### config.mk
export PLATFORM = sky130hd
export DESIGN_NAME = branchCompare
export DESIGN_NICKNAME = d
export VERILOG_FILES = /design/src/logic/rvPkg.sv /design/src/logic/branchCompare.sv
export SDC_FILE = /design/constraint.sdc
export NUM_CORES = 1
export LEC_CHECK = 0
export BUFFER_PORTS_ARGS = -buffer_cell sky130_fd_sc_hd__buf_2
export CAP_MARGIN = 20
export CORE_ASPECT_RATIO = 0.7
export CORE_MARGIN = 10
export CORE_UTILIZATION = 42
export DETAILED_ROUTE_END_ITERATION = 12
export PLACE_DENSITY = 0.85
export SETUP_SLACK_MARGIN = 0.05
export SLEW_MARGIN = 20
export SYNTH_ARGS = -nofsm -noshare
export SYNTH_HDL_FRONTEND = slang
export SYNTH_SLANG_ARGS = --single-unit
### constraint.sdc
create_clock -name vclk -period 2.7
set_clock_uncertainty 0.15 [all_clocks]
set_input_delay 0.27 -clock vclk [all_inputs]
set_output_delay 0.27 -clock vclk [all_outputs]
set_load 0.02 [all_outputs]
### src/logic/rvPkg.sv
package rvPkg;

    // machine widths
    localparam int XLEN = 32;
    localparam int REG_COUNT = 32;
    localparam int REG_ADDR_W = $clog2(REG_COUNT);

    // instruction RAM geometry in words
    localparam int IM_DEPTH = 256;
    localparam int IM_ADDR_W = $clog2(IM_DEPTH);

    // base opcodes
    localparam logic [6:0] OP_LUI = 7'b0110111;
    localparam logic [6:0] OP_AUIPC = 7'b0010111;
    localparam logic [6:0] OP_JAL = 7'b1101111;
    localparam logic [6:0] OP_JALR = 7'b1100111;
    localparam logic [6:0] OP_BRANCH = 7'b1100011;
    localparam logic [6:0] OP_LOAD = 7'b0000011;
    localparam logic [6:0] OP_STORE = 7'b0100011;
    localparam logic [6:0] OP_IMM = 7'b0010011;
    localparam logic [6:0] OP_REG = 7'b0110011;

    // branch conditions in funct3
    localparam logic [2:0] F3_BEQ = 3'b000;
    localparam logic [2:0] F3_BNE = 3'b001;
    localparam logic [2:0] F3_BLT = 3'b100;
    localparam logic [2:0] F3_BGE = 3'b101;
    localparam logic [2:0] F3_BLTU = 3'b110;
    localparam logic [2:0] F3_BGEU = 3'b111;

    typedef logic [XLEN-1:0] wordT;
    typedef logic [31:0] instrT;
    typedef logic [REG_ADDR_W-1:0] regAddrT;
    typedef logic [IM_ADDR_W-1:0] imAddrT;
    typedef logic [2:0] funct3T;
    typedef logic [1:0] aluSrcT;
    typedef logic [1:0] aluOpT;
    typedef logic [2:0] immSelT;

    // addi x0,x0,0
    localparam instrT NOP_INSTR = 32'h0000_0013;

    // immediate kinds, zero means no immediate
    localparam immSelT IMM_NONE = 3'd0;
    localparam immSelT IMM_I = 3'd1;
    localparam immSelT IMM_S = 3'd2;
    localparam immSelT IMM_B = 3'd3;
    localparam immSelT IMM_U = 3'd4;
    localparam immSelT IMM_J = 3'd5;

    // operand A sources
    localparam aluSrcT SRC1_RS1 = 2'd0;
    localparam aluSrcT SRC1_PC = 2'd1;
    localparam aluSrcT SRC1_ZERO = 2'd2;

    // operand B sources
    localparam aluSrcT SRC2_RS2 = 2'd0;
    localparam aluSrcT SRC2_IMM = 2'd1;
    localparam aluSrcT SRC2_FOUR = 2'd2;

    // ALU classes, EX refines with funct3/funct7
    localparam aluOpT ALU_ADD = 2'd0;
    localparam aluOpT ALU_BRANCH = 2'd1;
    localparam aluOpT ALU_REG = 2'd2;
    localparam aluOpT ALU_IMM = 2'd3;

    typedef struct packed {
        logic jump;
        logic jumpReg;
        logic branch;
        logic memRead;
        logic memWrite;
        logic memToReg;
        logic regWrite;
        aluSrcT aluSrc1;
        aluSrcT aluSrc2;
        aluOpT aluOp;
        immSelT immSel;
    } ctrlT;

    typedef struct packed {
        wordT immI;
        wordT immS;
        wordT immB;
        wordT immU;
        wordT immJ;
    } immSetT;

    typedef struct packed {
        logic valid;
        wordT pc;
        instrT instr;
    } ifIdT;

    typedef struct packed {
        logic regWrite;
        regAddrT rd;
        wordT data;
    } wbT;

    typedef struct packed {
        logic valid;
        wordT pc;
        wordT rs1Data;
        wordT rs2Data;
        wordT imm;
        regAddrT rs1;
        regAddrT rs2;
        regAddrT rd;
        funct3T funct3;
        logic [6:0] funct7;
        ctrlT ctrl;
    } idExT;

endpackage

### src/logic/branchCompare.sv
`timescale 1ns/1ps

module branchCompare (
    input rvPkg::wordT rs1Data,
    input rvPkg::wordT rs2Data,
    input rvPkg::funct3T funct3,
    output logic condTrue
);
    import rvPkg::*;

    logic isEq;
    logic isLt;
    logic isLtu;

    // one compare of each kind, funct3 picks
    assign isEq = (rs1Data == rs2Data);
    assign isLt = ($signed(rs1Data) < $signed(rs2Data));
    assign isLtu = (rs1Data < rs2Data);

    always_comb begin
        case (funct3)
            F3_BEQ: condTrue = isEq;
            F3_BNE: condTrue = !isEq;
            F3_BLT: condTrue = isLt;
            F3_BGE: condTrue = !isLt;
            F3_BLTU: condTrue = isLtu;
            F3_BGEU: condTrue = !isLtu;
            // 010 and 011 are reserved
            default: condTrue = 1'b0;
        endcase
    end

endmodule

==> metrics.md <==
| Metric | Value |
|---|---|
| Leakage power | 0.808 nW |
| Worst slew pin tran | 0.348 ns |
| WP buf/inv | 2 |
| Antenna cells | 0 |
| Placed Cells | 210 |
| Yosys warnings | 0 |
| Total negative slack | 0 ns |
| Core footprint | 1900 µm² |
| Startpoint Class | primary input |
| Register area | 0 µm² |
| Crit-path cells | buf_2 -> ha_1 -> a21oi_2 -> nand2_1 -> a221o_1 -> or4_1 -> a31o_1 -> buf_4 |
| Antenna violations before repair | 0 |
| Worst path depth | 8 |
| Yosys top cell area share | 46.3% |
| Cell Area, Synth | 865 µm² |
| Pre-CTS setup slack | 0.0558 ns |
| GRT Total Usage | 12.8% |
| Period utilization | 96.1% |
| Yosys top cell by area | ha_1 |
| HPWL Detailed | 2.77 mm |
| Worst setup EP type | output pin |
| I/O pin count | 68 |
| Port Buf Inserts | 68 |
| Avg Inst Size Synth | 7.20 µm² |
| Die X | 74.2 µm |
| Hold Crit Class | primary input to output pin |
| Unrepaired setup endpoints after global routing | no |
| Utilization after layout | 72.3% |
| DR WL/cell | 14.3 µm |
| Synth Instances | 120 |
| Via count | 1082 |
| Final slew viol count | 0 |
| Hold_sp | funct3[2] |
| Largest net degree at the start of global routing | 4 |
| Dpl cell area | 1230 µm² |
| Drt pass-1 iters | 4 |
| CP max stage cell | or4_1 |
| Remaining Overflow, GRT | 0 |
| First-pass GRT wire length | 4.74 mm |
| Worst setup endpoint | condTrue |
| Synth unique cells | 25 |
| Post-route design area | 1380 µm² |
| Total wire length | 3.04 mm |
| Crit path setup slack, layout | 0.106 ns |
| Initial Util | 45.4% |
| Final setup vio count | 0 |
| MaxCap Viol Count | 0 |
| Post-route minimum period | 2.59 ns |
| CP top delay family | compound AO/OA/AOI/OAI gates |
| Worst Path Arrival | 2.17 ns |
| Clk_buf instances | 0 |
| CP max stage delay | 0.52 ns |
| Fill count | 170 |
| Die area | 4300 µm² |
| DR vias/cell | 5.10 |
| Highest clock rate | 386 MHz |
| FFs & Latches | 0 |
| Worst-path maximum fanout | 3 |
| Sequential element share of the synthesized area | 0% |
| Status | finished, final reports clean |
| Area grow syn2layout | 59.0% |
| WP data required | 2.28 ns |
| Final net count | 291 |
| Vias in the first global route | 1197 |
| DRC | 0 |
| Antenna-violating nets left | 0 |
| Post-Synthesis Net Count | 219 |
| Relative slew margins | 76.6% |
| Share of layout cells above drive strength 1 | 46.8% |
| Worst Setup Path Type | primary input to output pin |
| Commonest cells in the netlist | inv_1 (33), ha_1 (32), a21oi_1 (12) |
| Most frequent cell after synthesis | inv_1 |
| Non-filler cells, final | 212 |
| Worst Setup SP | rs1Data[30] |
| RePlAce Congestion | 0.738 |
| Rows | 13 |
| Power per cell area | 145 nW/µm² |
| Die height | 58.0 µm |
| Peak supply drop | 91.6 µV |
| Final Hold Fails | 0 |
| 1st-iter DRT viols | 15 |
| Synth top area cells | ha_1 (46%), inv_1 (14%), a21oi_1 (6.9%), nand4_1 (4.3%), a221oi_2 (3.5%) |
## power by group
group	internal [W]	switching, W	total (W)
sequential	0	0	0
clock	0	0	0
combinational	0.000107	0.0000921	0.000199
total	0.000107	0.0000921	0.000199
## cell type report
type | instances | area, µm² | share of cell area [%]
multi-input combinational | 87 | 866 | 63.0
tap | 22 | 27.5 | 2.00
inverter | 33 | 124 | 9.01
timing repair buffer | 70 | 358 | 26.0
## metal layers
| layer | GRT usage, % | up-vias | routed length, µm |
|---|---|---|---|
| met5 | 0 | - | 0 |
| met4 | 2.08 | 0 | 42 |
| met3 | 3.91 | 6 | 292 |
| met2 | 25.7 | 42 | 1660 |
| li1 | - | 564 | - |
| met1 | 12.4 | 470 | 1040 |
## cells in the final DEF, fill, tap and decap left out
cell type and n:
o31ai_1 1, o21ai_0 1, a21o_1 1, xnor2_1 1, nor2b_1 1, o22ai_2 1, o21ai_1 2, or4_1 1
and4_2 2, xor2_1 1, a221o_1 1, a21oi_2 5, inv_1 33, a221oi_2 2, ha_1 24, nor3b_1 1
buf_4 3, nor3_1 2, a21oi_1 8, nand4_1 6, nand2_1 8, nand3_1 5, ha_4 8, o211ai_1 1
buf_2 67, or4b_4 1, a31o_1 1, nor2_1 2
## cells by family (layout without fill, tap and decap cells)
group,Yosys count,count (layout),synth area share (%)
compound gates,24,24,18.7
xor+xnor,2,2,2.03
fa+ha+maj,32,32,46.3
buf+inv,33,103,14.3
simple gates,29,29,18.7
## timing repair
action | CTS | global route
hold buffers | 0 | 0
buffers inserted | 0 | 2
resized for setup | 0 | 16
pin swaps | 1 | 8
endpoints found under the setup margin | 1 | 1
## worst min-delay path by stage
stage,to,slack (ns),cells after the start
4_1_cts,condTrue,0.76,3
5_1_grt,condTrue,0.79,3
2_1_floorplan,condTrue,0.61,1
3_3_place_gp,condTrue,0.75,3
3_5_place_dp,condTrue,0.76,3
6_report,condTrue,0.76,3
## through the flow
step | hold slack [ns] | total power, W
floorplan | 0.615 | 0.0000964
global route | 0.788 | 0.000228
global placement | 0.753 | 0.000159
CTS | 0.757 | 0.000172
finish | 0.759 | 0.000199
detailed placement | 0.756 | 0.000171
No activity file was read; power rests on OpenSTA's default activity.
