$ cat config.mk
export PLATFORM = sky130hd
export DESIGN_NAME = idExRegister
export DESIGN_NICKNAME = d
export VERILOG_FILES = /design/src/logic/rvPkg.sv /design/src/logic/idExRegister.sv
export SDC_FILE = /design/constraint.sdc
export NUM_CORES = 1
export LEC_CHECK = 0
export BUFFER_PORTS_ARGS = -buffer_cell sky130_fd_sc_hd__buf_2
export CAP_MARGIN = 20
export CELL_PAD_IN_SITES_DETAIL_PLACEMENT = 0
export CELL_PAD_IN_SITES_GLOBAL_PLACEMENT = 2
export CORE_AREA = 5 5 181 183
export DETAILED_ROUTE_END_ITERATION = 12
export DIE_AREA = 0 0 186 188
export GPL_ROUTABILITY_DRIVEN = 0
export GPL_TIMING_DRIVEN = 1
export PLACE_DENSITY_LB_ADDON = 0.1
export SYNTH_ARGS = -nofsm -noshare
export SYNTH_HDL_FRONTEND = slang
export SYNTH_SLANG_ARGS = --single-unit
export TNS_END_PERCENT = 10
$ cat constraint.sdc
create_clock -name clk -period 0.8 [get_ports clk]
set_input_delay 0.08 -clock clk [delete_from_list [all_inputs] [get_ports clk]]
set_output_delay 0.08 -clock clk [all_outputs]
set_load 0.005 [all_outputs]
$ cat src/logic/rvPkg.sv
package rvPkg;

    // machine widths
    localparam int XLEN = 32;
    localparam int REG_COUNT = 32;
    localparam int REG_ADDR_W = $clog2(REG_COUNT);

    // instruction RAM geometry in words
    localparam int IM_DEPTH = 256;
    localparam int IM_ADDR_W = $clog2(IM_DEPTH);

    // base opcodes
    localparam logic [6:0] OP_LUI = 7'b0110111;
    localparam logic [6:0] OP_AUIPC = 7'b0010111;
    localparam logic [6:0] OP_JAL = 7'b1101111;
    localparam logic [6:0] OP_JALR = 7'b1100111;
    localparam logic [6:0] OP_BRANCH = 7'b1100011;
    localparam logic [6:0] OP_LOAD = 7'b0000011;
    localparam logic [6:0] OP_STORE = 7'b0100011;
    localparam logic [6:0] OP_IMM = 7'b0010011;
    localparam logic [6:0] OP_REG = 7'b0110011;

    // branch conditions in funct3
    localparam logic [2:0] F3_BEQ = 3'b000;
    localparam logic [2:0] F3_BNE = 3'b001;
    localparam logic [2:0] F3_BLT = 3'b100;
    localparam logic [2:0] F3_BGE = 3'b101;
    localparam logic [2:0] F3_BLTU = 3'b110;
    localparam logic [2:0] F3_BGEU = 3'b111;

    typedef logic [XLEN-1:0] wordT;
    typedef logic [31:0] instrT;
    typedef logic [REG_ADDR_W-1:0] regAddrT;
    typedef logic [IM_ADDR_W-1:0] imAddrT;
    typedef logic [2:0] funct3T;
    typedef logic [1:0] aluSrcT;
    typedef logic [1:0] aluOpT;
    typedef logic [2:0] immSelT;

    // addi x0,x0,0
    localparam instrT NOP_INSTR = 32'h0000_0013;

    // immediate kinds, zero means no immediate
    localparam immSelT IMM_NONE = 3'd0;
    localparam immSelT IMM_I = 3'd1;
    localparam immSelT IMM_S = 3'd2;
    localparam immSelT IMM_B = 3'd3;
    localparam immSelT IMM_U = 3'd4;
    localparam immSelT IMM_J = 3'd5;

    // operand A sources
    localparam aluSrcT SRC1_RS1 = 2'd0;
    localparam aluSrcT SRC1_PC = 2'd1;
    localparam aluSrcT SRC1_ZERO = 2'd2;

    // operand B sources
    localparam aluSrcT SRC2_RS2 = 2'd0;
    localparam aluSrcT SRC2_IMM = 2'd1;
    localparam aluSrcT SRC2_FOUR = 2'd2;

    // ALU classes, EX refines with funct3/funct7
    localparam aluOpT ALU_ADD = 2'd0;
    localparam aluOpT ALU_BRANCH = 2'd1;
    localparam aluOpT ALU_REG = 2'd2;
    localparam aluOpT ALU_IMM = 2'd3;

    typedef struct packed {
        logic jump;
        logic jumpReg;
        logic branch;
        logic memRead;
        logic memWrite;
        logic memToReg;
        logic regWrite;
        aluSrcT aluSrc1;
        aluSrcT aluSrc2;
        aluOpT aluOp;
        immSelT immSel;
    } ctrlT;

    typedef struct packed {
        wordT immI;
        wordT immS;
        wordT immB;
        wordT immU;
        wordT immJ;
    } immSetT;

    typedef struct packed {
        logic valid;
        wordT pc;
        instrT instr;
    } ifIdT;

    typedef struct packed {
        logic regWrite;
        regAddrT rd;
        wordT data;
    } wbT;

    typedef struct packed {
        logic valid;
        wordT pc;
        wordT rs1Data;
        wordT rs2Data;
        wordT imm;
        regAddrT rs1;
        regAddrT rs2;
        regAddrT rd;
        funct3T funct3;
        logic [6:0] funct7;
        ctrlT ctrl;
    } idExT;

endpackage

$ cat src/logic/idExRegister.sv
`timescale 1ns/1ps

module idExRegister (
    input logic clk,
    input logic rstN,
    input logic stall,
    input rvPkg::ifIdT ifId,
    input rvPkg::ctrlT ctrl,
    input rvPkg::immSetT imms,
    input rvPkg::wordT rs1Data,
    input rvPkg::wordT rs2Data,
    output rvPkg::idExT idEx
);
    import rvPkg::*;

    wordT selImm;
    idExT nextBundle;

    // one immediate forwarded to EX
    always_comb begin
        case (ctrl.immSel)
            IMM_I: selImm = imms.immI;
            IMM_S: selImm = imms.immS;
            IMM_B: selImm = imms.immB;
            IMM_U: selImm = imms.immU;
            IMM_J: selImm = imms.immJ;
            default: selImm = '0;
        endcase
    end

    // field split of the ID word
    always_comb begin
        nextBundle.valid = 1'b1;
        nextBundle.pc = ifId.pc;
        nextBundle.rs1Data = rs1Data;
        nextBundle.rs2Data = rs2Data;
        nextBundle.imm = selImm;
        nextBundle.rs1 = ifId.instr[19:15];
        nextBundle.rs2 = ifId.instr[24:20];
        nextBundle.rd = ifId.instr[11:7];
        nextBundle.funct3 = ifId.instr[14:12];
        nextBundle.funct7 = ifId.instr[31:25];
        nextBundle.ctrl = ctrl;
    end

    always_ff @(posedge clk or negedge rstN) begin
        if (!rstN) begin
            idEx <= '0;
        end else if (stall || !ifId.valid) begin
            // bubble with no side effects downstream
            idEx <= '0;
        end else begin
            idEx <= nextBundle;
        end
    end

endmodule

==> flow_summary.ini <==
[critical_path]
worstPathMaxFanout = 1
cp_slowest_cell = dfrtp_1
cp.arrival_ns = 0.98
path_buf_inv = 1
cp-start-kind = flop
critical_path_class = reg -> out
slowest_delay_ns = 0.41
worstPathRequired_ns = 0.72
cp.depth = 1
end_kind = output pin
cp_top_family = flip-flops
cp-startpoint = idEx[72]
cp_cell_sequence = buf_2

[yosys]
synth_edf_count = 0
seq_area_frac_synth_pct = 64.8
async_flop_share_pct = 100
ys.flop_type = dfrtp_1
yosysWarnings = 0
synth_top_area_share_pct = 64.8
synth_area_mm2 = 0.00656
yosysTopAreaCell = dfrtp_1
synthCells = 479
synth-seq-cells = 170
syn_nets = 787
ys_types = 19
synth.most_common_cell = dfrtp_1
syn_avg_cell_area_um2 = 13.7
synthTopCellsByArea = dfrtp_1 65%, and2_1 13%, mux2_2 5.5%
synth_commonest_cells = 170 x dfrtp_1, 137 x and2_1, 43 x a22oi_1

[timing]
timing.hold.ws_ns = 0.0389
min_period_ns = 1.06
fin_ws_ns = -0.255
max-slew-margin-rel_pct = 84.1
max_freq_mhz = 947
hold_violations = 0
setup_tns_ns = -32.19
drv_slew = 0
grt_setup_unrepaired = yes
tightest_slew_ns = 0.239
setup_viol = 170
timing.final.crit_share_pct = 132

[floorplanning]
pin_count = 478
dieArea_mm2 = 0.0350
die_width_um = 186
core_mm2 = 0.0311
rows = 65
die_h_um = 188
start_util_pct = 21.1

[clock_network]
clk_root_buffer_cell = clkbuf_16
cts.sinks = 170
numCtsBuffers = 17
post_cts.repair.setup_buffers = 0
cts_max_path_buffers = 2
path_clk_slew_ns = 0.07
htreeDepth = 4
cts_tree = yes

[place]
dp_hpwl_um = 22100
portBuffers = 470
dpl_cell_area_mm2 = 0.00970

[run]
drv_cap = 0

[layout]
largest_register_ffs = 170
area_growth_pct = 94.5
fin_util_pct = 41.1
ff_latch_area_mm2 = 0.00425
postLayoutCellArea_mm2 = 0.0128
nFillCells = 3092
multi_input_area_mm2 = 0.00213
layout-drive-gt1-share_pct = 49.8
regMostFlops = idEx
largestRegisters = idEx (170)
nNetsFinal = 1508

[global_route]
grt_pass1_wl_um = 42800
antenna_found_initial = 2
grt.total_usage_pct = 16.2
gr-total-overflow = 0
grt_max_degree = 45
grt_pass1_vias = 7160

[status]
violations = setup timing
status = complete, but fails checks

[routing]
drt_wl_total_um = 28600
vias_per_cell = 3.95
drcViolationCount = 0
drt_iter0_drc = 134
drt-wirelength-per-cell_um = 17.7
ant_nets = 0
drtPass1Iterations = 4
vias = 6386

[worst_hold_path]
min_from = imms[11]
hold_class = in -> reg
worstHoldPathCells = 4

[pwr]
p_leak_nw = 6.59
power_density_mw_per_mm2 = 1620
max-vdd-ir-drop_uv = 1270
## cell usage in the layout (no fill, tap or decap), drive strengths merged
cell,count
a22oi,64
bufinv,2
a21oi,32
clkinv,2
diode,3
dfrtp,170
inv,4
and2,137
nor2b,2
nand3,1
mux2,32
clkinvlp,4
buf,506
or3,1
dlygate4sd3,232
and3b,1
clkbuf,19
nor3b,2
nand2,1
## cell families after synthesis
group	Yosys count	synth area share (%)
DFF	170	64.8
AOI/OAI and AO/OA	96	11.6
and+or+nand+nor	145	14.3
muxes	32	5.49
buffers and inverters	36	3.79
## power by group
group	switching (W)	leakage [nW]	internal, W	total (W)
Combinational	0.00133	4.02	0.00213	0.00346
Sequential	0.0000813	2.30	0.00890	0.00898
Clock	0.00365	0.270	0.00464	0.00828
## stage by stage
step	total power (W)	std cells	worst slack [ns]
floorplan	0.0100	479	-0.166
global placement	0.0117	1351	-0.526
detailed placement	0.0117	1351	-0.555
CTS	0.0212	1614	-0.318
global route	0.0218	1616	-0.316
finish	0.0207	1617	-0.255
## metal layers
metal | vias up | track usage [%] | part of all wire, %
met5 | - | 0 | 0
met4 | 0 | 4.93 | 1.9
met3 | 29 | 5.51 | 9.1
met2 | 290 | 28.9 | 51
met1 | 2998 | 18.1 | 38
li1 | 3069 | - | -
## worst paths after layout
kind,to,slack (ns)
setup / recovery,idEx[72],-0.26
hold / removal,idEx[52],0.04
max in group asynchronous,idEx[123],0.25
min in group asynchronous,idEx[12],0.07
## layout make-up
class	count	area share, %
antenna	3	0.0588
timing repair buffer	738	41.5
tap	402	3.94
multi-input combinational	273	16.7
clock buffer	19	3.39
sequential	170	33.3
clock inverter	12	1.10
## repair_timing
action,in CTS,in global routing
endpoints found under the hold margin,336,0
cloned,0,0
hold buffers,232,0
endpoints found under the setup margin,177,171
gates resized for setup,17,11
Power figures use the tool's default switching activity.
