## src/logic/rvPkg.sv

```systemverilog
package rvPkg;

    // machine widths
    localparam int XLEN = 32;
    localparam int REG_COUNT = 32;
    localparam int REG_ADDR_W = $clog2(REG_COUNT);

    // instruction RAM geometry in words
    localparam int IM_DEPTH = 256;
    localparam int IM_ADDR_W = $clog2(IM_DEPTH);

    // base opcodes
    localparam logic [6:0] OP_LUI = 7'b0110111;
    localparam logic [6:0] OP_AUIPC = 7'b0010111;
    localparam logic [6:0] OP_JAL = 7'b1101111;
    localparam logic [6:0] OP_JALR = 7'b1100111;
    localparam logic [6:0] OP_BRANCH = 7'b1100011;
    localparam logic [6:0] OP_LOAD = 7'b0000011;
    localparam logic [6:0] OP_STORE = 7'b0100011;
    localparam logic [6:0] OP_IMM = 7'b0010011;
    localparam logic [6:0] OP_REG = 7'b0110011;

    // branch conditions in funct3
    localparam logic [2:0] F3_BEQ = 3'b000;
    localparam logic [2:0] F3_BNE = 3'b001;
    localparam logic [2:0] F3_BLT = 3'b100;
    localparam logic [2:0] F3_BGE = 3'b101;
    localparam logic [2:0] F3_BLTU = 3'b110;
    localparam logic [2:0] F3_BGEU = 3'b111;

    typedef logic [XLEN-1:0] wordT;
    typedef logic [31:0] instrT;
    typedef logic [REG_ADDR_W-1:0] regAddrT;
    typedef logic [IM_ADDR_W-1:0] imAddrT;
    typedef logic [2:0] funct3T;
    typedef logic [1:0] aluSrcT;
    typedef logic [1:0] aluOpT;
    typedef logic [2:0] immSelT;

    // addi x0,x0,0
    localparam instrT NOP_INSTR = 32'h0000_0013;

    // immediate kinds, zero means no immediate
    localparam immSelT IMM_NONE = 3'd0;
    localparam immSelT IMM_I = 3'd1;
    localparam immSelT IMM_S = 3'd2;
    localparam immSelT IMM_B = 3'd3;
    localparam immSelT IMM_U = 3'd4;
    localparam immSelT IMM_J = 3'd5;

    // operand A sources
    localparam aluSrcT SRC1_RS1 = 2'd0;
    localparam aluSrcT SRC1_PC = 2'd1;
    localparam aluSrcT SRC1_ZERO = 2'd2;

    // operand B sources
    localparam aluSrcT SRC2_RS2 = 2'd0;
    localparam aluSrcT SRC2_IMM = 2'd1;
    localparam aluSrcT SRC2_FOUR = 2'd2;

    // ALU classes, EX refines with funct3/funct7
    localparam aluOpT ALU_ADD = 2'd0;
    localparam aluOpT ALU_BRANCH = 2'd1;
    localparam aluOpT ALU_REG = 2'd2;
    localparam aluOpT ALU_IMM = 2'd3;

    typedef struct packed {
        logic jump;
        logic jumpReg;
        logic branch;
        logic memRead;
        logic memWrite;
        logic memToReg;
        logic regWrite;
        aluSrcT aluSrc1;
        aluSrcT aluSrc2;
        aluOpT aluOp;
        immSelT immSel;
    } ctrlT;

    typedef struct packed {
        wordT immI;
        wordT immS;
        wordT immB;
        wordT immU;
        wordT immJ;
    } immSetT;

    typedef struct packed {
        logic valid;
        wordT pc;
        instrT instr;
    } ifIdT;

    typedef struct packed {
        logic regWrite;
        regAddrT rd;
        wordT data;
    } wbT;

    typedef struct packed {
        logic valid;
        wordT pc;
        wordT rs1Data;
        wordT rs2Data;
        wordT imm;
        regAddrT rs1;
        regAddrT rs2;
        regAddrT rd;
        funct3T funct3;
        logic [6:0] funct7;
        ctrlT ctrl;
    } idExT;

endpackage

```

## src/logic/controlUnit.sv

```systemverilog
`timescale 1ns/1ps

module controlUnit (
    input rvPkg::instrT instr,
    output rvPkg::ctrlT ctrl
);
    import rvPkg::*;

    always_comb begin
        // all zero is a harmless no-op
        ctrl = '0;
        case (instr[6:0])
            OP_LUI: begin
                ctrl.regWrite = 1'b1;
                ctrl.aluSrc1 = SRC1_ZERO;
                ctrl.aluSrc2 = SRC2_IMM;
                ctrl.immSel = IMM_U;
            end
            OP_AUIPC: begin
                ctrl.regWrite = 1'b1;
                ctrl.aluSrc1 = SRC1_PC;
                ctrl.aluSrc2 = SRC2_IMM;
                ctrl.immSel = IMM_U;
            end
            OP_JAL: begin
                // link value is pc + 4 later in EX
                ctrl.jump = 1'b1;
                ctrl.regWrite = 1'b1;
                ctrl.aluSrc1 = SRC1_PC;
                ctrl.aluSrc2 = SRC2_FOUR;
                ctrl.immSel = IMM_J;
            end
            OP_JALR: begin
                ctrl.jumpReg = 1'b1;
                ctrl.regWrite = 1'b1;
                ctrl.aluSrc1 = SRC1_PC;
                ctrl.aluSrc2 = SRC2_FOUR;
                ctrl.immSel = IMM_I;
            end
            OP_BRANCH: begin
                ctrl.branch = 1'b1;
                ctrl.aluOp = ALU_BRANCH;
                ctrl.immSel = IMM_B;
            end
            OP_LOAD: begin
                ctrl.memRead = 1'b1;
                ctrl.memToReg = 1'b1;
                ctrl.regWrite = 1'b1;
                ctrl.aluSrc2 = SRC2_IMM;
                ctrl.immSel = IMM_I;
            end
            OP_STORE: begin
                ctrl.memWrite = 1'b1;
                ctrl.aluSrc2 = SRC2_IMM;
                ctrl.immSel = IMM_S;
            end
            OP_IMM: begin
                ctrl.regWrite = 1'b1;
                ctrl.aluSrc2 = SRC2_IMM;
                ctrl.aluOp = ALU_IMM;
                ctrl.immSel = IMM_I;
            end
            OP_REG: begin
                // both operands from the register file
                ctrl.regWrite = 1'b1;
                ctrl.aluSrc1 = SRC1_RS1;
                ctrl.aluSrc2 = SRC2_RS2;
                ctrl.aluOp = ALU_REG;
                ctrl.immSel = IMM_NONE;
            end
            default: begin
                ctrl.aluOp = ALU_ADD;
            end
        endcase
    end

endmodule

```

## config.mk

```make
export PLATFORM = sky130hd
export DESIGN_NAME = controlUnit
export DESIGN_NICKNAME = d
export VERILOG_FILES = /design/src/logic/rvPkg.sv /design/src/logic/controlUnit.sv
export SDC_FILE = /design/constraint.sdc
export NUM_CORES = 1
export LEC_CHECK = 0
export BUFFER_PORTS_ARGS = -buffer_cell sky130_fd_sc_hd__buf_2
export CAP_MARGIN = 20
export CORE_AREA = 4 4 41 43
export DETAILED_ROUTE_END_ITERATION = 7
export DIE_AREA = 0 0 45 47
export PLACE_DENSITY = 0.71
export SLEW_MARGIN = 20
export SYNTH_ARGS = -nofsm -noshare
export SYNTH_HDL_FRONTEND = slang
export SYNTH_SLANG_ARGS = --single-unit
```

## constraint.sdc

```tcl
create_clock -name vclk -period 2.4
set_input_delay 0.36 -clock vclk [all_inputs]
set_output_delay 0.36 -clock vclk [all_outputs]
set_load 0.01 [all_outputs]
```

==> impl_metrics.tcl <==
set metrics [dict create \
    num_vias 342 \
    areaGrowthSynthToFinish_pct 48.96 \
    grt_pass1_wl_um 1366 \
    ant_nets 0 \
    dp_hpwl_um 654 \
    hp-class "input pin to output port" \
    synth_nets 71 \
    grt_pass1_vias 322 \
    seq_power_share_pct 0 \
    clock_buffers 0 \
    fin_util_pct 27.50 \
    yosys.area.top_type_share_pct 11.46 \
    maxCapViolations 0 \
    finalHoldViolCount 0 \
    place.port_buffers 23 \
    antenna_cells 0 \
    p_total_uw 37.92 \
    post_drt_wl_per_cell_um 10.74 \
    seqCellArea_um2 0 \
    cp_slowest_cell "nand4bb_4" \
    p_switching_uw 23.04 \
    crit_path_end_kind "output port" \
    fin_area_um2 357.8 \
    grt_max_degree 12 \
    tightestPinTransition_ps 324.9 \
    seq_cells 0 \
    postCtsSetupBuffers 0 \
    drive_gt1_share_pct 45.76 \
    multi_input_area_um2 220.2 \
    rows 13 \
    ir_worst_vdd_mv 0.04876 \
    cp_cell_sequence "buf_2 -> nand4bb_4 -> nor3b_4 -> and2_2 -> buf_2" \
    netlist_instances 39 \
    ctsResizeCount 0 \
    p_leak_uw 0.0001824 \
    grt_antenna_before_repair 0 \
    dieArea_um2 2115 \
    grt_usage_pct 7.874 \
    outcome "finished clean" \
    critical_path.top_delay_family "simple AND/OR/NAND/NOR gates" \
    fin_nets 93 \
    gp_congestion 0.7417 \
    cp_max_fo 7 \
    worstSetupPathType "input pin to output port" \
    syn_avg_cell_area_um2 6.160 \
    synth.cell_area_um2 240.2 \
    pwr-share-clk_pct 0 \
    yosysTopAreaCell "nand4bb_4" \
    fp.dieW_um 45 \
    power.share.switching_pct 60.76 \
    post-route-drc-count 0 \
    drv_slew 0 \
    maxSlewHeadroom_pct 78.14 \
    coreArea_um2 1301 \
    overflow 0 \
    yosys_warnings 0 \
    start_util_pct 18.46 \
    die_h_um 47 \
    period_minus_slack_ps 1624 \
    dpl_cell_area_um2 357.8 \
    p_int_uw 14.88 \
    first_pass_iters 3 \
    drt_iter0_markers 6 \
    grt_setup_unrepaired "no" \
    required_ps 2040 \
    setup_tns_ps 0 \
    yosys-top-cells-area "nand4bb_4 (11%), nand2_1 (9.4%), nor2_1 (9.4%), a21oi_1 (8.3%), nor3b_4 (7.8%)" \
    nFillCells 156 \
    critPathArrivalTime_ps 1260 \
    p_per_area_nw_per_um2 106.0 \
    start_kind "input pin" \
    ys_seq_area_share_pct 0 \
    cp_slowest_stage_delay_ps 270 \
    critPathMostFrequentCell "buf_2" \
    vias_per_cell 4.622 \
    path_buf_inv 2 \
    p_comb_share_pct 100.0 \
    synthDistinctLibCells 21 \
    min_period_over_period_pct 67.68 \
    max_freq_mhz 615.6 \
    cts_hold_buf 0 \
    wirelength_um 795 \
    setup_viol 0 \
    io_pins 48 \
]
per-stage QoR:
step	hold WS (ps)	std cells	setup slack [ps]
3_3_place_gp	1070	74	790.2
5_1_grt	1108	74	690.1
2_1_floorplan	774.1	39	771.7
6_report	1082	74	775.6
4_1_cts	1081	74	761.8
3_5_place_dp	1079	74	762.4
power groups by stage:
stage	Sequential (uW)	Combinational, uW	Clock (uW)
3_5_place_dp	0	37.9	0
5_1_grt	0	42.5	0
6_report	0	37.9	0
2_1_floorplan	0	21.5	0
4_1_cts	0	38.0	0
3_3_place_gp	0	36.8	0
Yosys cell counts:
master,instances
buf_2,1
nand3_1,2
nor3b_4,1
and2_2,1
nor3b_1,1
clkbuf_1,1
nor2b_1,1
and2b_2,1
nor2_1,6
and2_1,1
buf_4,1
nor4_1,2
nand3b_1,2
a31oi_1,1
a21oi_1,4
o21ai_0,2
nand4bb_4,1
nand2_1,6
inv_1,1
nand4b_1,1
nor3_1,2
cell type report:
type | instances | share of cell area (%)
well taps | 15 | 5.245
inverters | 1 | 1.049
repair buffers | 23 | 32.17
multi-input cells | 35 | 61.54
layer usage:
| layer | track usage (%) | part of all wire (%) |
|---|---|---|
| met5 | 0 | 0 |
| met4 | 0 | 0 |
| met3 | 0.7663 | 12 |
| met2 | 13.28 | 42 |
| met1 | 11.49 | 47 |
cells in the final DEF (no fill, tap or decap), drive strengths merged:
master / count
nand3b: 2
and2b: 1
nand2: 6
a31oi: 1
and2: 2
buf: 23
nor2b: 1
nand4bb: 1
nand3: 2
nor2: 6
inv: 1
nor3b: 2
nor3: 2
nand4b: 1
a21oi: 4
nor4: 2
o21ai: 2
cells by family (layout without fill, tap and decap cells):
kind of cell           after synthesis  in the layout  share of synthesized area, %
and+or+nand+nor                     28             28                         76.57
buffers and inverters                4             24                         8.330
AOI/OAI and AO/OA                    7              7                         15.11
path summary, 6_finish.rpt:
path	from	to	slack [ps]	depth (start not counted)
worst max-delay path	instr[2]	ctrl[13]	780	5
worst min-delay path	instr[3]	ctrl[14]	1080	3
No activity file was read; power rests on OpenSTA's default activity.
