<file path="config.mk">
export PLATFORM = sky130hd
export DESIGN_NAME = regFile
export DESIGN_NICKNAME = d
export VERILOG_FILES = /design/src/logic/rvPkg.sv /design/src/logic/regFile.sv
export SDC_FILE = /design/constraint.sdc
export NUM_CORES = 2
export LEC_CHECK = 0
export ABC_AREA = 1
export BUFFER_PORTS_ARGS = -buffer_cell sky130_fd_sc_hd__buf_2
export CAP_MARGIN = 20
export CORE_MARGIN = 4
export CORE_UTILIZATION = 40
export CTS_BUF_LIST = sky130_fd_sc_hd__clkbuf_4 sky130_fd_sc_hd__clkbuf_8
export DETAILED_ROUTE_END_ITERATION = 10
export SLEW_MARGIN = 30
export SYNTH_ARGS = -nofsm -noshare
export SYNTH_HDL_FRONTEND = slang
export SYNTH_SLANG_ARGS = --single-unit
</file>
<file path="constraint.sdc">
create_clock -name clk -period 5 [get_ports clk]
set_clock_uncertainty 0.1 [all_clocks]
set_input_delay 0.5 -clock clk [delete_from_list [all_inputs] [get_ports clk]]
set_output_delay 0.5 -clock clk [all_outputs]
set_load 0.01 [all_outputs]
</file>
<file path="src/logic/rvPkg.sv">
package rvPkg;

    // machine widths
    localparam int XLEN = 32;
    localparam int REG_COUNT = 32;
    localparam int REG_ADDR_W = $clog2(REG_COUNT);

    // instruction RAM geometry in words
    localparam int IM_DEPTH = 256;
    localparam int IM_ADDR_W = $clog2(IM_DEPTH);

    // base opcodes
    localparam logic [6:0] OP_LUI = 7'b0110111;
    localparam logic [6:0] OP_AUIPC = 7'b0010111;
    localparam logic [6:0] OP_JAL = 7'b1101111;
    localparam logic [6:0] OP_JALR = 7'b1100111;
    localparam logic [6:0] OP_BRANCH = 7'b1100011;
    localparam logic [6:0] OP_LOAD = 7'b0000011;
    localparam logic [6:0] OP_STORE = 7'b0100011;
    localparam logic [6:0] OP_IMM = 7'b0010011;
    localparam logic [6:0] OP_REG = 7'b0110011;

    // branch conditions in funct3
    localparam logic [2:0] F3_BEQ = 3'b000;
    localparam logic [2:0] F3_BNE = 3'b001;
    localparam logic [2:0] F3_BLT = 3'b100;
    localparam logic [2:0] F3_BGE = 3'b101;
    localparam logic [2:0] F3_BLTU = 3'b110;
    localparam logic [2:0] F3_BGEU = 3'b111;

    typedef logic [XLEN-1:0] wordT;
    typedef logic [31:0] instrT;
    typedef logic [REG_ADDR_W-1:0] regAddrT;
    typedef logic [IM_ADDR_W-1:0] imAddrT;
    typedef logic [2:0] funct3T;
    typedef logic [1:0] aluSrcT;
    typedef logic [1:0] aluOpT;
    typedef logic [2:0] immSelT;

    // addi x0,x0,0
    localparam instrT NOP_INSTR = 32'h0000_0013;

    // immediate kinds, zero means no immediate
    localparam immSelT IMM_NONE = 3'd0;
    localparam immSelT IMM_I = 3'd1;
    localparam immSelT IMM_S = 3'd2;
    localparam immSelT IMM_B = 3'd3;
    localparam immSelT IMM_U = 3'd4;
    localparam immSelT IMM_J = 3'd5;

    // operand A sources
    localparam aluSrcT SRC1_RS1 = 2'd0;
    localparam aluSrcT SRC1_PC = 2'd1;
    localparam aluSrcT SRC1_ZERO = 2'd2;

    // operand B sources
    localparam aluSrcT SRC2_RS2 = 2'd0;
    localparam aluSrcT SRC2_IMM = 2'd1;
    localparam aluSrcT SRC2_FOUR = 2'd2;

    // ALU classes, EX refines with funct3/funct7
    localparam aluOpT ALU_ADD = 2'd0;
    localparam aluOpT ALU_BRANCH = 2'd1;
    localparam aluOpT ALU_REG = 2'd2;
    localparam aluOpT ALU_IMM = 2'd3;

    typedef struct packed {
        logic jump;
        logic jumpReg;
        logic branch;
        logic memRead;
        logic memWrite;
        logic memToReg;
        logic regWrite;
        aluSrcT aluSrc1;
        aluSrcT aluSrc2;
        aluOpT aluOp;
        immSelT immSel;
    } ctrlT;

    typedef struct packed {
        wordT immI;
        wordT immS;
        wordT immB;
        wordT immU;
        wordT immJ;
    } immSetT;

    typedef struct packed {
        logic valid;
        wordT pc;
        instrT instr;
    } ifIdT;

    typedef struct packed {
        logic regWrite;
        regAddrT rd;
        wordT data;
    } wbT;

    typedef struct packed {
        logic valid;
        wordT pc;
        wordT rs1Data;
        wordT rs2Data;
        wordT imm;
        regAddrT rs1;
        regAddrT rs2;
        regAddrT rd;
        funct3T funct3;
        logic [6:0] funct7;
        ctrlT ctrl;
    } idExT;

endpackage

</file>
<file path="src/logic/regFile.sv">
`timescale 1ns/1ps

module regFile (
    input logic clk,
    input logic rstN,
    input rvPkg::wbT wb,
    input rvPkg::regAddrT rs1,
    input rvPkg::regAddrT rs2,
    output rvPkg::wordT rs1Data,
    output rvPkg::wordT rs2Data
);
    import rvPkg::*;

    // x0 has no storage
    wordT regs [1:REG_COUNT-1];

    always_ff @(posedge clk or negedge rstN) begin
        if (!rstN) begin
            for (int i = 1; i < REG_COUNT; i++) begin
                regs[i] <= '0;
            end
        end else if (wb.regWrite && wb.rd != '0) begin
            regs[wb.rd] <= wb.data;
        end
    end

    // write-through so ID sees the value being retired
    function automatic wordT readPort(regAddrT idx);
        wordT val;
        if (idx == '0) begin
            val = '0;
        end else if (wb.regWrite && wb.rd == idx) begin
            val = wb.data;
        end else begin
            val = regs[idx];
        end
        return val;
    endfunction

    always_comb begin
        rs1Data = readPort(rs1);
        rs2Data = readPort(rs2);
    end

    // x0 stays zero even with a write-back aimed at it
    aZeroReg: assert property (
        @(posedge clk) disable iff (!rstN)
        (rs1 != '0 || rs1Data == '0) && (rs2 != '0 || rs2Data == '0)
    ) else $error("x0 read back nonzero");

endmodule

</file>
==> results.txt <==
The detail-routed net length per standard cell came out at 24.37 um. The die outline width came out at 381.6 um. Entering global routing, the biggest net connects 162 pins. The count of max-cap constraint violations is 0.

The count of state elements after synthesis came out at 992. The largest register by flop count is regs. Internal power comes to 15.82 mW. The all-layer global routing usage is 0.3202. The deepest clock path buffer count came out at 3.

The worst setup path is captured at an output pin. The number of slew-limit violations in the final report came to 0. The total grt overflow is 0. In this run the critical register-to-register path is launched from regs[216]$_DFFE_PN0P_. Summing every instance area after synthesis gives 55830 um2. The switching part of the total came out at 0.3371.

The relative slew slack came out at 0.2629. The endpoint identified for the worst register-to-register timing path is regs[216]$_DFFE_PN0P_. The number of nets in the synthesized netlist is 8098. The placed instances occupy a cell area of 57960 um2. The maximum clock rate is 249.7 MHz. The layer flagged by global routing as most heavily used is met2. The worst reg2reg path depth is 2. The area of the die is 145600 um2. STA classifies the critical path startpoint as a primary input. The share of layout cells above drive strength 1 is 0.08538. In the global route stage, met3 resource usage came out at 0.08606. For this run, asynchronously set or reset flops after synthesis account for 1.000. The post-route DRC violation count came out at 0. The worst-path cell with the longest stage delay is buf_2. The die height came out at 381.6 um.

The total of buffers placed on input and output ports is 113. The number of levels in the clock H-tree came out at 4. Walking the worst path, the cells encountered are buf_2, inv_2, and3_2, buf_4, nor2_1, nand2_1, inv_1, buf_2. The sequential fraction of the synthesis area is 0.4446. Before antenna repair, the detailed router went through 7 iterations. The layout-stage area growth over the synthesis result came out at 11.28%. The hold violation total from the final report is 0.

The delay of the slowest critical-path stage is 0.79 ns. The largest registers in the layout are regs (992). By startpoint and endpoint, the worst setup path is classified as in -> out. Setup repair after global routing left no endpoint under its margin. The detail route stage leaves a number of antenna-violating nets equal to 0. The largest fanout on the critical path is 21. The sink count of the clock tree is 992. The commonest register cell after synthesis is dfrtp_1. The flip-flop count of the largest register, all copies and words added came out at 992. The worst hold path begins at wb[32]. The power density over the cells came out at 384.2 nW/um2. In the final timing run, aggregate negative setup slack is 0 ns. The total design power is 23.87 mW. The post-placement cell count is 9480. The data arrival time of the critical path came out at 3.40 ns. The number of antenna violations at the first check in global routing was 19. The total area inside the core boundary comes to 138000 um2. The HPWL after detailed placement is 129900 um. The static power due to leakage came out at 29.53 nW. The I/O pin count is 114. Setup violations remaining at the end of the flow were counted as 0. The run finished with clean final reports.

The met2 track demand over resource in global routing came out at 0.4655. The average footprint of a synthesized cell is 6.937 um2. The fraction of power consumed by combinational cells is 0.207. Yosys printed 0 warnings. The share of total power dissipated in the clock network is 0.347. In this run the clock root is driven by a clkbuf_8. The overall routed net length came out at 239800 um. Summed over all nets, the switching power comes to 8.045 mW. The first global-routing pass estimated 352000 um of wire.

Clock tree synthesis inserted a total of 172 buffers. The met1 track demand over resource is 0.4418. Fill cells in the final layout number 14152.

The via-per-instance ratio is 5.838. The via count is 57443. The number of gates resized after CTS is 0. The first routing iteration left 8002 violations. The slew of the pin with the lowest slew margin is 1.106 ns.

The initial core utilization is 0.4046. The floorplan row count came out at 136. In this run the worst hold path is classified as in -> reg.

The final period utilization is 0.8009. In this run, synthesis inferred 0 flip-flops with an integrated enable. The share of the core filled with cells in the final layout came out at 0.4502.

The register clock-pin slew on the reported worst setup and hold paths is 0.06 ns. The most repeated library cell on the critical path is buf_2. Synthesis produced a netlist whose cell count is 8048. The final cell count without fillers is 9840. TritonCTS built the clock tree. The share of total power dissipated in sequential elements is 0.446. The required time of the worst setup path came out at 4.40 ns. The post-synthesis cell type count came out at 23. The finished cells cover 62130 um2. The worst hold path terminates at regs[891]$_DFFE_PN0P_.

The hold-critical path depth is 4. For this run, the post-layout net count is 7875. The via count of the first global-routing pass is 53532. The largest vdd supply drop is 0.0002493 V. In this run the register-to-register setup slack is 4.13 ns. The clock latency on the worst-skew pair came out at 0.93 ns. The placer's final routability congestion estimate is 0.8789.

After layout, the minimum clock period comes to 4.005 ns.
## critical path, delay by kind of cell
| family | cells | cell delay [ns] |
|---|---|---|
| and+or+nand+nor | 3 | 0.78 |
| buffers and inverters | 5 | 2.07 |
## placed cells by master, fill, tap and decap left out, types with 8 or more instances in the layout
cell / synthesis / routed
nand2_1: 2412 / 2384
o21ai_0: 1025 / 1025
dfrtp_1: 992 / 992
nand3_1: 794 / 793
nor2_1: 624 / 618
inv_1: 599 / 590
a21oi_1: 436 / 436
o211ai_1: 340 / 340
clkbuf_8: 0 / 223
buf_2: 93 / 104
buf_4: 0 / 100
o21ai_1: 57 / 57
or2_2: 53 / 53
clkbuf_4: 0 / 52
dlygate4sd3_1: 0 / 33
buf_12: 0 / 30
clkinv_2: 0 / 27
diode_2: 0 / 13
nand2_4: 0 / 13
nand2_8: 0 / 13
inv_2: 11 / 11
nor2_4: 0 / 8
## worst max path at each step
stage	startpoint	end	slack [ns]	cells past startpoint
after floorplan	rs2[1]	rs2Data[1]	2.56	11
after global placement	rs2[3]	rs2Data[0]	1.13	10
after detailed placement	rs2[3]	rs2Data[0]	1.16	10
after CTS	rs2[3]	rs2Data[0]	1.16	10
after global routing	rs1[3]	rs1Data[0]	1.05	9
final	rs1[3]	rs1Data[16]	1.0	8
## area by class of cell
| type | instances | area, um2 | area share |
|---|---|---|---|
| clock inverter | 38 | 311.5 | 0.005015 |
| tap | 1863 | 2331 | 0.03752 |
| inverter | 614 | 2338 | 0.03764 |
| multi-input combinational | 5770 | 26500 | 0.4266 |
| clock buffer | 275 | 3460 | 0.05568 |
| sequential | 992 | 24820 | 0.3996 |
| timing repair buffer | 275 | 2327 | 0.03746 |
| antenna | 13 | 32.53 | 0.0005236 |
## power by group through the flow
stage,sequential [mW],clock [mW],combinational [mW]
3_3_place_gp,10.7,0,4.70
2_1_floorplan,10.5,0,3.35
5_1_grt,10.8,8.70,5.60
3_5_place_dp,10.7,0,4.83
4_1_cts,10.6,8.35,4.87
6_report,10.6,8.28,4.94
## cell families (layout without fill, tap and decap cells)
logic type | Yosys count | in the layout | share of synthesized area
AOI/OAI and AO/OA | 1863 | 1863 | 0.1824
buffers and inverters | 1286 | 1202 | 0.08854
other | 0 | 13 | 0
DFF | 992 | 992 | 0.4446
and+or+nand+nor | 3907 | 3907 | 0.2845
## synth_stat cells, drive strengths merged, types with 5 or more instances
cell    instances  share of area
o22ai           5        0.00056
o21ai        1082          0.097
nor3           10         0.0013
inv           610          0.041
a21oi         436          0.039
clkbuf        521          0.035
buf           151          0.012
or2            59         0.0066
dfrtp         992           0.44
nor2          628          0.042
nand2        2412           0.16
o211ai        340          0.046
nand3         795          0.071
## metal layers
layer  vias up  part of all wire
met4        12             0.050
met2      3722              0.41
met3       715              0.13
met1     27278              0.40
met5         -           0.00034
li1      25716                 -
## metrics by stage
step | hold WS [ns] | setup slack, ns
after detailed placement | 0.3725 | 1.162
after floorplan | 0.1044 | 2.563
after global routing | 0.03680 | 1.052
after global placement | 0.3651 | 1.134
final | 0.05479 | 0.9953
after CTS | 0.01144 | 1.156
## what timing repair did
| action | in CTS | in global routing |
|---|---|---|
| hold buffers | 33 | 0 |
| endpoints found under the hold margin | 137 | 0 |
| buffers inserted | 0 | 0 |
| endpoints found under the setup margin | 0 | 0 |
(Power assumes the default switching activity.)
