==> src/logic/rvPkg.sv <==
package rvPkg;

    // machine widths
    localparam int XLEN = 32;
    localparam int REG_COUNT = 32;
    localparam int REG_ADDR_W = $clog2(REG_COUNT);

    // instruction RAM geometry in words
    localparam int IM_DEPTH = 256;
    localparam int IM_ADDR_W = $clog2(IM_DEPTH);

    // base opcodes
    localparam logic [6:0] OP_LUI = 7'b0110111;
    localparam logic [6:0] OP_AUIPC = 7'b0010111;
    localparam logic [6:0] OP_JAL = 7'b1101111;
    localparam logic [6:0] OP_JALR = 7'b1100111;
    localparam logic [6:0] OP_BRANCH = 7'b1100011;
    localparam logic [6:0] OP_LOAD = 7'b0000011;
    localparam logic [6:0] OP_STORE = 7'b0100011;
    localparam logic [6:0] OP_IMM = 7'b0010011;
    localparam logic [6:0] OP_REG = 7'b0110011;

    // branch conditions in funct3
    localparam logic [2:0] F3_BEQ = 3'b000;
    localparam logic [2:0] F3_BNE = 3'b001;
    localparam logic [2:0] F3_BLT = 3'b100;
    localparam logic [2:0] F3_BGE = 3'b101;
    localparam logic [2:0] F3_BLTU = 3'b110;
    localparam logic [2:0] F3_BGEU = 3'b111;

    typedef logic [XLEN-1:0] wordT;
    typedef logic [31:0] instrT;
    typedef logic [REG_ADDR_W-1:0] regAddrT;
    typedef logic [IM_ADDR_W-1:0] imAddrT;
    typedef logic [2:0] funct3T;
    typedef logic [1:0] aluSrcT;
    typedef logic [1:0] aluOpT;
    typedef logic [2:0] immSelT;

    // addi x0,x0,0
    localparam instrT NOP_INSTR = 32'h0000_0013;

    // immediate kinds, zero means no immediate
    localparam immSelT IMM_NONE = 3'd0;
    localparam immSelT IMM_I = 3'd1;
    localparam immSelT IMM_S = 3'd2;
    localparam immSelT IMM_B = 3'd3;
    localparam immSelT IMM_U = 3'd4;
    localparam immSelT IMM_J = 3'd5;

    // operand A sources
    localparam aluSrcT SRC1_RS1 = 2'd0;
    localparam aluSrcT SRC1_PC = 2'd1;
    localparam aluSrcT SRC1_ZERO = 2'd2;

    // operand B sources
    localparam aluSrcT SRC2_RS2 = 2'd0;
    localparam aluSrcT SRC2_IMM = 2'd1;
    localparam aluSrcT SRC2_FOUR = 2'd2;

    // ALU classes, EX refines with funct3/funct7
    localparam aluOpT ALU_ADD = 2'd0;
    localparam aluOpT ALU_BRANCH = 2'd1;
    localparam aluOpT ALU_REG = 2'd2;
    localparam aluOpT ALU_IMM = 2'd3;

    typedef struct packed {
        logic jump;
        logic jumpReg;
        logic branch;
        logic memRead;
        logic memWrite;
        logic memToReg;
        logic regWrite;
        aluSrcT aluSrc1;
        aluSrcT aluSrc2;
        aluOpT aluOp;
        immSelT immSel;
    } ctrlT;

    typedef struct packed {
        wordT immI;
        wordT immS;
        wordT immB;
        wordT immU;
        wordT immJ;
    } immSetT;

    typedef struct packed {
        logic valid;
        wordT pc;
        instrT instr;
    } ifIdT;

    typedef struct packed {
        logic regWrite;
        regAddrT rd;
        wordT data;
    } wbT;

    typedef struct packed {
        logic valid;
        wordT pc;
        wordT rs1Data;
        wordT rs2Data;
        wordT imm;
        regAddrT rs1;
        regAddrT rs2;
        regAddrT rd;
        funct3T funct3;
        logic [6:0] funct7;
        ctrlT ctrl;
    } idExT;

endpackage

==> src/logic/nextPcUnit.sv <==
`timescale 1ns/1ps

module nextPcUnit (
    input logic clk,
    input logic rstN,
    input logic stall,
    input rvPkg::ifIdT ifId,
    input rvPkg::ctrlT ctrl,
    input rvPkg::immSetT imms,
    input rvPkg::wordT rs1Data,
    input logic condTrue,
    output rvPkg::wordT fetchPc,
    output logic flush
);
    import rvPkg::*;

    logic redirect;
    wordT pcPlus4;
    wordT jumpBase;
    wordT jumpOffset;
    wordT jumpSum;
    wordT target;

    // transfer resolved in ID, only for a live slot
    assign redirect = ifId.valid && !stall &&
                      (ctrl.jump || ctrl.jumpReg || (ctrl.branch && condTrue));

    // base and offset per transfer kind
    always_comb begin
        if (ctrl.jumpReg) begin
            jumpBase = rs1Data;
            jumpOffset = imms.immI;
        end else if (ctrl.jump) begin
            jumpBase = ifId.pc;
            jumpOffset = imms.immJ;
        end else begin
            jumpBase = ifId.pc;
            jumpOffset = imms.immB;
        end
    end

    assign jumpSum = jumpBase + jumpOffset;
    // jalr drops bit 0
    assign target = {jumpSum[XLEN-1:1], jumpSum[0] & ~ctrl.jumpReg};
    assign pcPlus4 = fetchPc + 32'd4;

    always_ff @(posedge clk or negedge rstN) begin
        if (!rstN) begin
            fetchPc <= '0;
        end else if (redirect) begin
            fetchPc <= target;
        end else if (!stall) begin
            fetchPc <= pcPlus4;
        end
    end

    // wrong-path fetch in IF gets squashed
    assign flush = redirect;

    aPcAligned: assert property (
        @(posedge clk) disable iff (!rstN) fetchPc[1:0] == 2'b00
    ) else $error("fetchPc misaligned %h", fetchPc);

endmodule

==> config.mk <==
export PLATFORM = sky130hd
export DESIGN_NAME = nextPcUnit
export DESIGN_NICKNAME = d
export VERILOG_FILES = /design/src/logic/rvPkg.sv /design/src/logic/nextPcUnit.sv
export SDC_FILE = /design/constraint.sdc
export NUM_CORES = 1
export LEC_CHECK = 0
export BUFFER_PORTS_ARGS = -buffer_cell sky130_fd_sc_hd__buf_2
export CORE_AREA = 3 3 121 123
export CTS_CLUSTER_SIZE = 28
export DETAILED_ROUTE_END_ITERATION = 10
export DIE_AREA = 0 0 124 126
export HOLD_SLACK_MARGIN = 0.15
export PLACE_DENSITY = 0.7
export SLEW_MARGIN = 0
export SYNTH_ARGS = -nofsm -noshare
export SYNTH_HDL_FRONTEND = slang
export SYNTH_SLANG_ARGS = --single-unit
==> constraint.sdc <==
create_clock -name clk -period 1.95 [get_ports clk]
set_input_delay 0.39 -clock clk [delete_from_list [all_inputs] [get_ports clk]]
set_output_delay 0.39 -clock clk [all_outputs]
set_load 0.05 [all_outputs]
==> flow_metrics.py <==
metrics = {
    "timing": {
        "skew_ns": 0.00478,
        "finalSetupViolCount": 32,
        "fmax_mhz": 357,
        "maxSlewViolCount": 0,
        "hold_violations": 0,
        "min_period_over_period_pct": 144,
        "period_needed_ns": 2.80,
        "setup_slack_ns": -0.850,
        "slew_headroom_pct": 67.6,
        "finalSetupTns_ns": -17.85,
        "rsz0062_at_grt": "true",
        "worstMarginPinSlew_ns": 0.474,
    },
    "cells_and_area": {
        "flow.area_growth_from_synthesis_pct": 77.7,
        "layout.cells.non_filler": 1155,
        "diodes": 0,
        "largestRegisters": "fetchPc (32)",
        "final_common_cell": "buf_2",
        "layout.nets": 1284,
        "fin_util_pct": 60.4,
        "largest_reg_flops": 32,
        "regMostFlops": "fetchPc",
        "layout_common_cells": "197 x buf_2, 158 x buf_4, 66 x nand2_1, 48 x a21oi_1, 44 x o21ai_0",
        "drive_gt1_share_pct": 56.1,
    },
    "clocking": {
        "cts_tree": "built",
        "cts.sink_count": 32,
        "clk_latency_ns": 0.29,
        "clkTransAtPathRegs_ns": 0.06,
        "htree_levels": 2,
        "cts-buffers-inserted": 5,
        "cts.root.buffer_cell": "clkbuf_16",
        "clock_path_buffers": 2,
    },
    "grt": {
        "grt_remaining_overflow": 0,
        "grt_max_degree": 33,
        "track_usage_pct": 24.4,
        "grt_pass1_wl_mm": 30.6,
        "antenna_found_initial": 1,
        "grt_pass1_vias": 6092,
    },
    "yosys": {
        "synth-edff-count": 0,
        "synth_nets": 924,
        "yosysTopAreaCellShare_pct": 17.1,
        "avgSynthCellArea_um2": 7.62,
        "ys_warn_count": 0,
        "ys_types": 75,
        "netlist_area_um2": 4680,
        "syn_inst": 614,
        "async_flop_share_pct": 100,
        "synth_seq_area_share_pct": 17.1,
        "synth-seq-cells": 32,
        "synth_area_leaders": "dfrtp_1 17%, ha_1 8.6%, o21ai_0 8.1%",
        "synth_ff_type": "dfrtp_1",
        "yosys.area.top_type": "dfrtp_1",
    },
    "power": {
        "vdd_drop_max_uv": 438,
        "p_int_mw": 3.41,
        "sw_frac_of_total_pct": 48.8,
        "power_frac_comb_pct": 70.6,
        "p_clk_share_pct": 12.1,
        "p_sw_mw": 3.25,
        "power_density_nw_per_um2": 801,
        "leakagePower_nw": 3.93,
        "p_seq_share_pct": 17.3,
    },
    "routing": {
        "drt_wl_total_mm": 20.1,
        "vias_per_cell": 5.43,
        "first_iter_violations": 414,
        "vias": 6276,
        "wl_per_cell_um": 17.4,
        "dr.pass1.iters": 5,
        "remaining_drc_errors": 0,
        "antenna_left": 0,
    },
    "critical_path": {
        "crit_type": "in -> reg",
        "regToRegStartpoint": "fetchPc[3]",
        "crit_path_max_fanout": 7,
        "cp.arrival_ns": 2.98,
        "regToRegEndpoint": "fetchPc[28]",
        "start_kind": "input pin",
        "worstPathRequired_ns": 2.13,
        "endpoint_kind": "flop",
        "crit_start": "ctrl[15]",
        "reg2reg_slack_ns": -0.18,
        "reg2reg_depth": 8,
    },
    "worst_hold_path": {
        "hp-start": "fetchPc[0]",
        "hold_path.class": "reg -> reg",
        "min_path_cells": 2,
        "holdPathEnd": "fetchPc[0]",
    },
    "floorplan": {
        "core_um2": 13800,
        "die_w_um": 124,
        "dieArea_um2": 15600,
        "io_pins": 310,
        "die-height_um": 126,
        "initial_core_util_pct": 34.0,
        "core.rowCount": 43,
    },
    "job": {
        "cap_violations": 0,
    },
    "placed_design": {
        "port_buffers": 200,
        "dp_hpwl_mm": 14.7,
        "dp_cells": 1110,
        "gp_congestion": 0.888,
    },
    "run_status": {
        "violations": "negative setup slack",
        "status": "finished, violations left",
    },
}
-- what timing repair did --
| item | 4_1_cts | 5_1_grt |
|---|---|---|
| gates cloned | 4 | 1 |
| hold buffers | 1 | 0 |
| hold endpoints to repair | 32 | 0 |
| buffers inserted | 27 | 9 |
| pin swaps | 66 | 43 |
| endpoints found under the setup margin | 31 | 32 |
| gates resized for setup | 107 | 45 |
-- layout make-up --
| class | count | area (um^2) |
|---|---|---|
| fill | 1210 | 5460 |
| multi-input combinational | 532 | 4370 |
| inverter | 15 | 56.3 |
| clock buffer | 6 | 139 |
| timing repair buffer | 388 | 2710 |
| sequential | 32 | 803 |
| tap | 180 | 225 |
| clock inverter | 2 | 10.0 |
-- power groups by stage --
stage          registers (mW)  clock network (mW)  logic, mW
2_1_floorplan            2.07                   0       1.63
3_3_place_gp             1.15                   0       4.08
3_5_place_dp             1.16                   0       4.12
4_1_cts                  1.15               0.823       4.48
5_1_grt                  1.19               0.845       5.01
6_report                 1.15               0.808       4.70
-- worst max-delay path by stage --
| stage | slack (ns) | to | cells past startpoint |
|---|---|---|---|
| final | -0.85 | fetchPc[25] | 13 |
| after CTS | -0.73 | fetchPc[21] | 14 |
| after detailed placement | -1.27 | fetchPc[27] | 12 |
| after floorplan | -0.93 | fetchPc[30] | 15 |
| after global placement | -1.23 | fetchPc[27] | 12 |
| after global routing | -0.95 | fetchPc[30] | 15 |
-- cells by family (layout without fill, tap and decap cells) --
kind of cell	after synthesis	after routing	synth area share, %
compound gates	229	229	30.5
simple gates	180	180	19.6
mux	66	66	15.0
buf+inv	50	411	4.33
fa+ha+maj	33	33	8.99
flops	32	32	17.1
xor+xnor	24	24	4.49
-- worst max-delay path, stage by stage --
cell	delay [ns]
buf_12	0.09
buf_12	0.14
mux2i_4	0.26
o21ai_4	0.08
ha_4	0.29
o211ai_1	0.20
a211oi_2	0.26
o21ai_2	0.10
a311oi_2	0.30
a221o_1	0.24
a21oi_2	0.08
or4_1	0.38
and3_1	0.15
-- cells in the mapped netlist, types with 4 or more instances --
| library cell | number |
|---|---|
| o221ai_1 | 5 |
| inv_1 | 14 |
| nand4_1 | 7 |
| mux2i_1 | 34 |
| nand2_1 | 70 |
| a31oi_1 | 7 |
| nor3_1 | 12 |
| xor2_1 | 12 |
| o21a_1 | 9 |
| xnor2_1 | 12 |
| clkbuf_1 | 27 |
| nand2b_1 | 4 |
| o21ai_0 | 76 |
| and3_1 | 9 |
| or3_1 | 4 |
| nand3_1 | 19 |
| a211oi_1 | 5 |
| dfrtp_1 | 32 |
| a21oi_1 | 65 |
| o211ai_1 | 7 |
| a21o_1 | 11 |
| ha_1 | 32 |
| nor2_1 | 28 |
| mux2_2 | 32 |
-- metrics by stage --
step | setup slack [ns] | instance area, um^2 | power, mW | hold WS, ns
6_report | -0.850 | 8310 | 6.66 | 0.512
3_5_place_dp | -1.27 | 7120 | 5.28 | 0.444
2_1_floorplan | -0.926 | 5000 | 3.71 | 0.0944
5_1_grt | -0.947 | 8310 | 7.04 | 0.532
4_1_cts | -0.733 | 8050 | 6.45 | 0.484
3_3_place_gp | -1.23 | 7120 | 5.23 | 0.444
-- metal layers --
metal  global-route usage (%)  vias up  wire length (um)
met3                     3.82       45              1480
met4                     7.15        2               459
met5                        0        -                 7
met1                     34.1     2904              8700
met2                     38.8      292              9430
li1                         -     3033                 -
(Power assumes the default switching activity.)
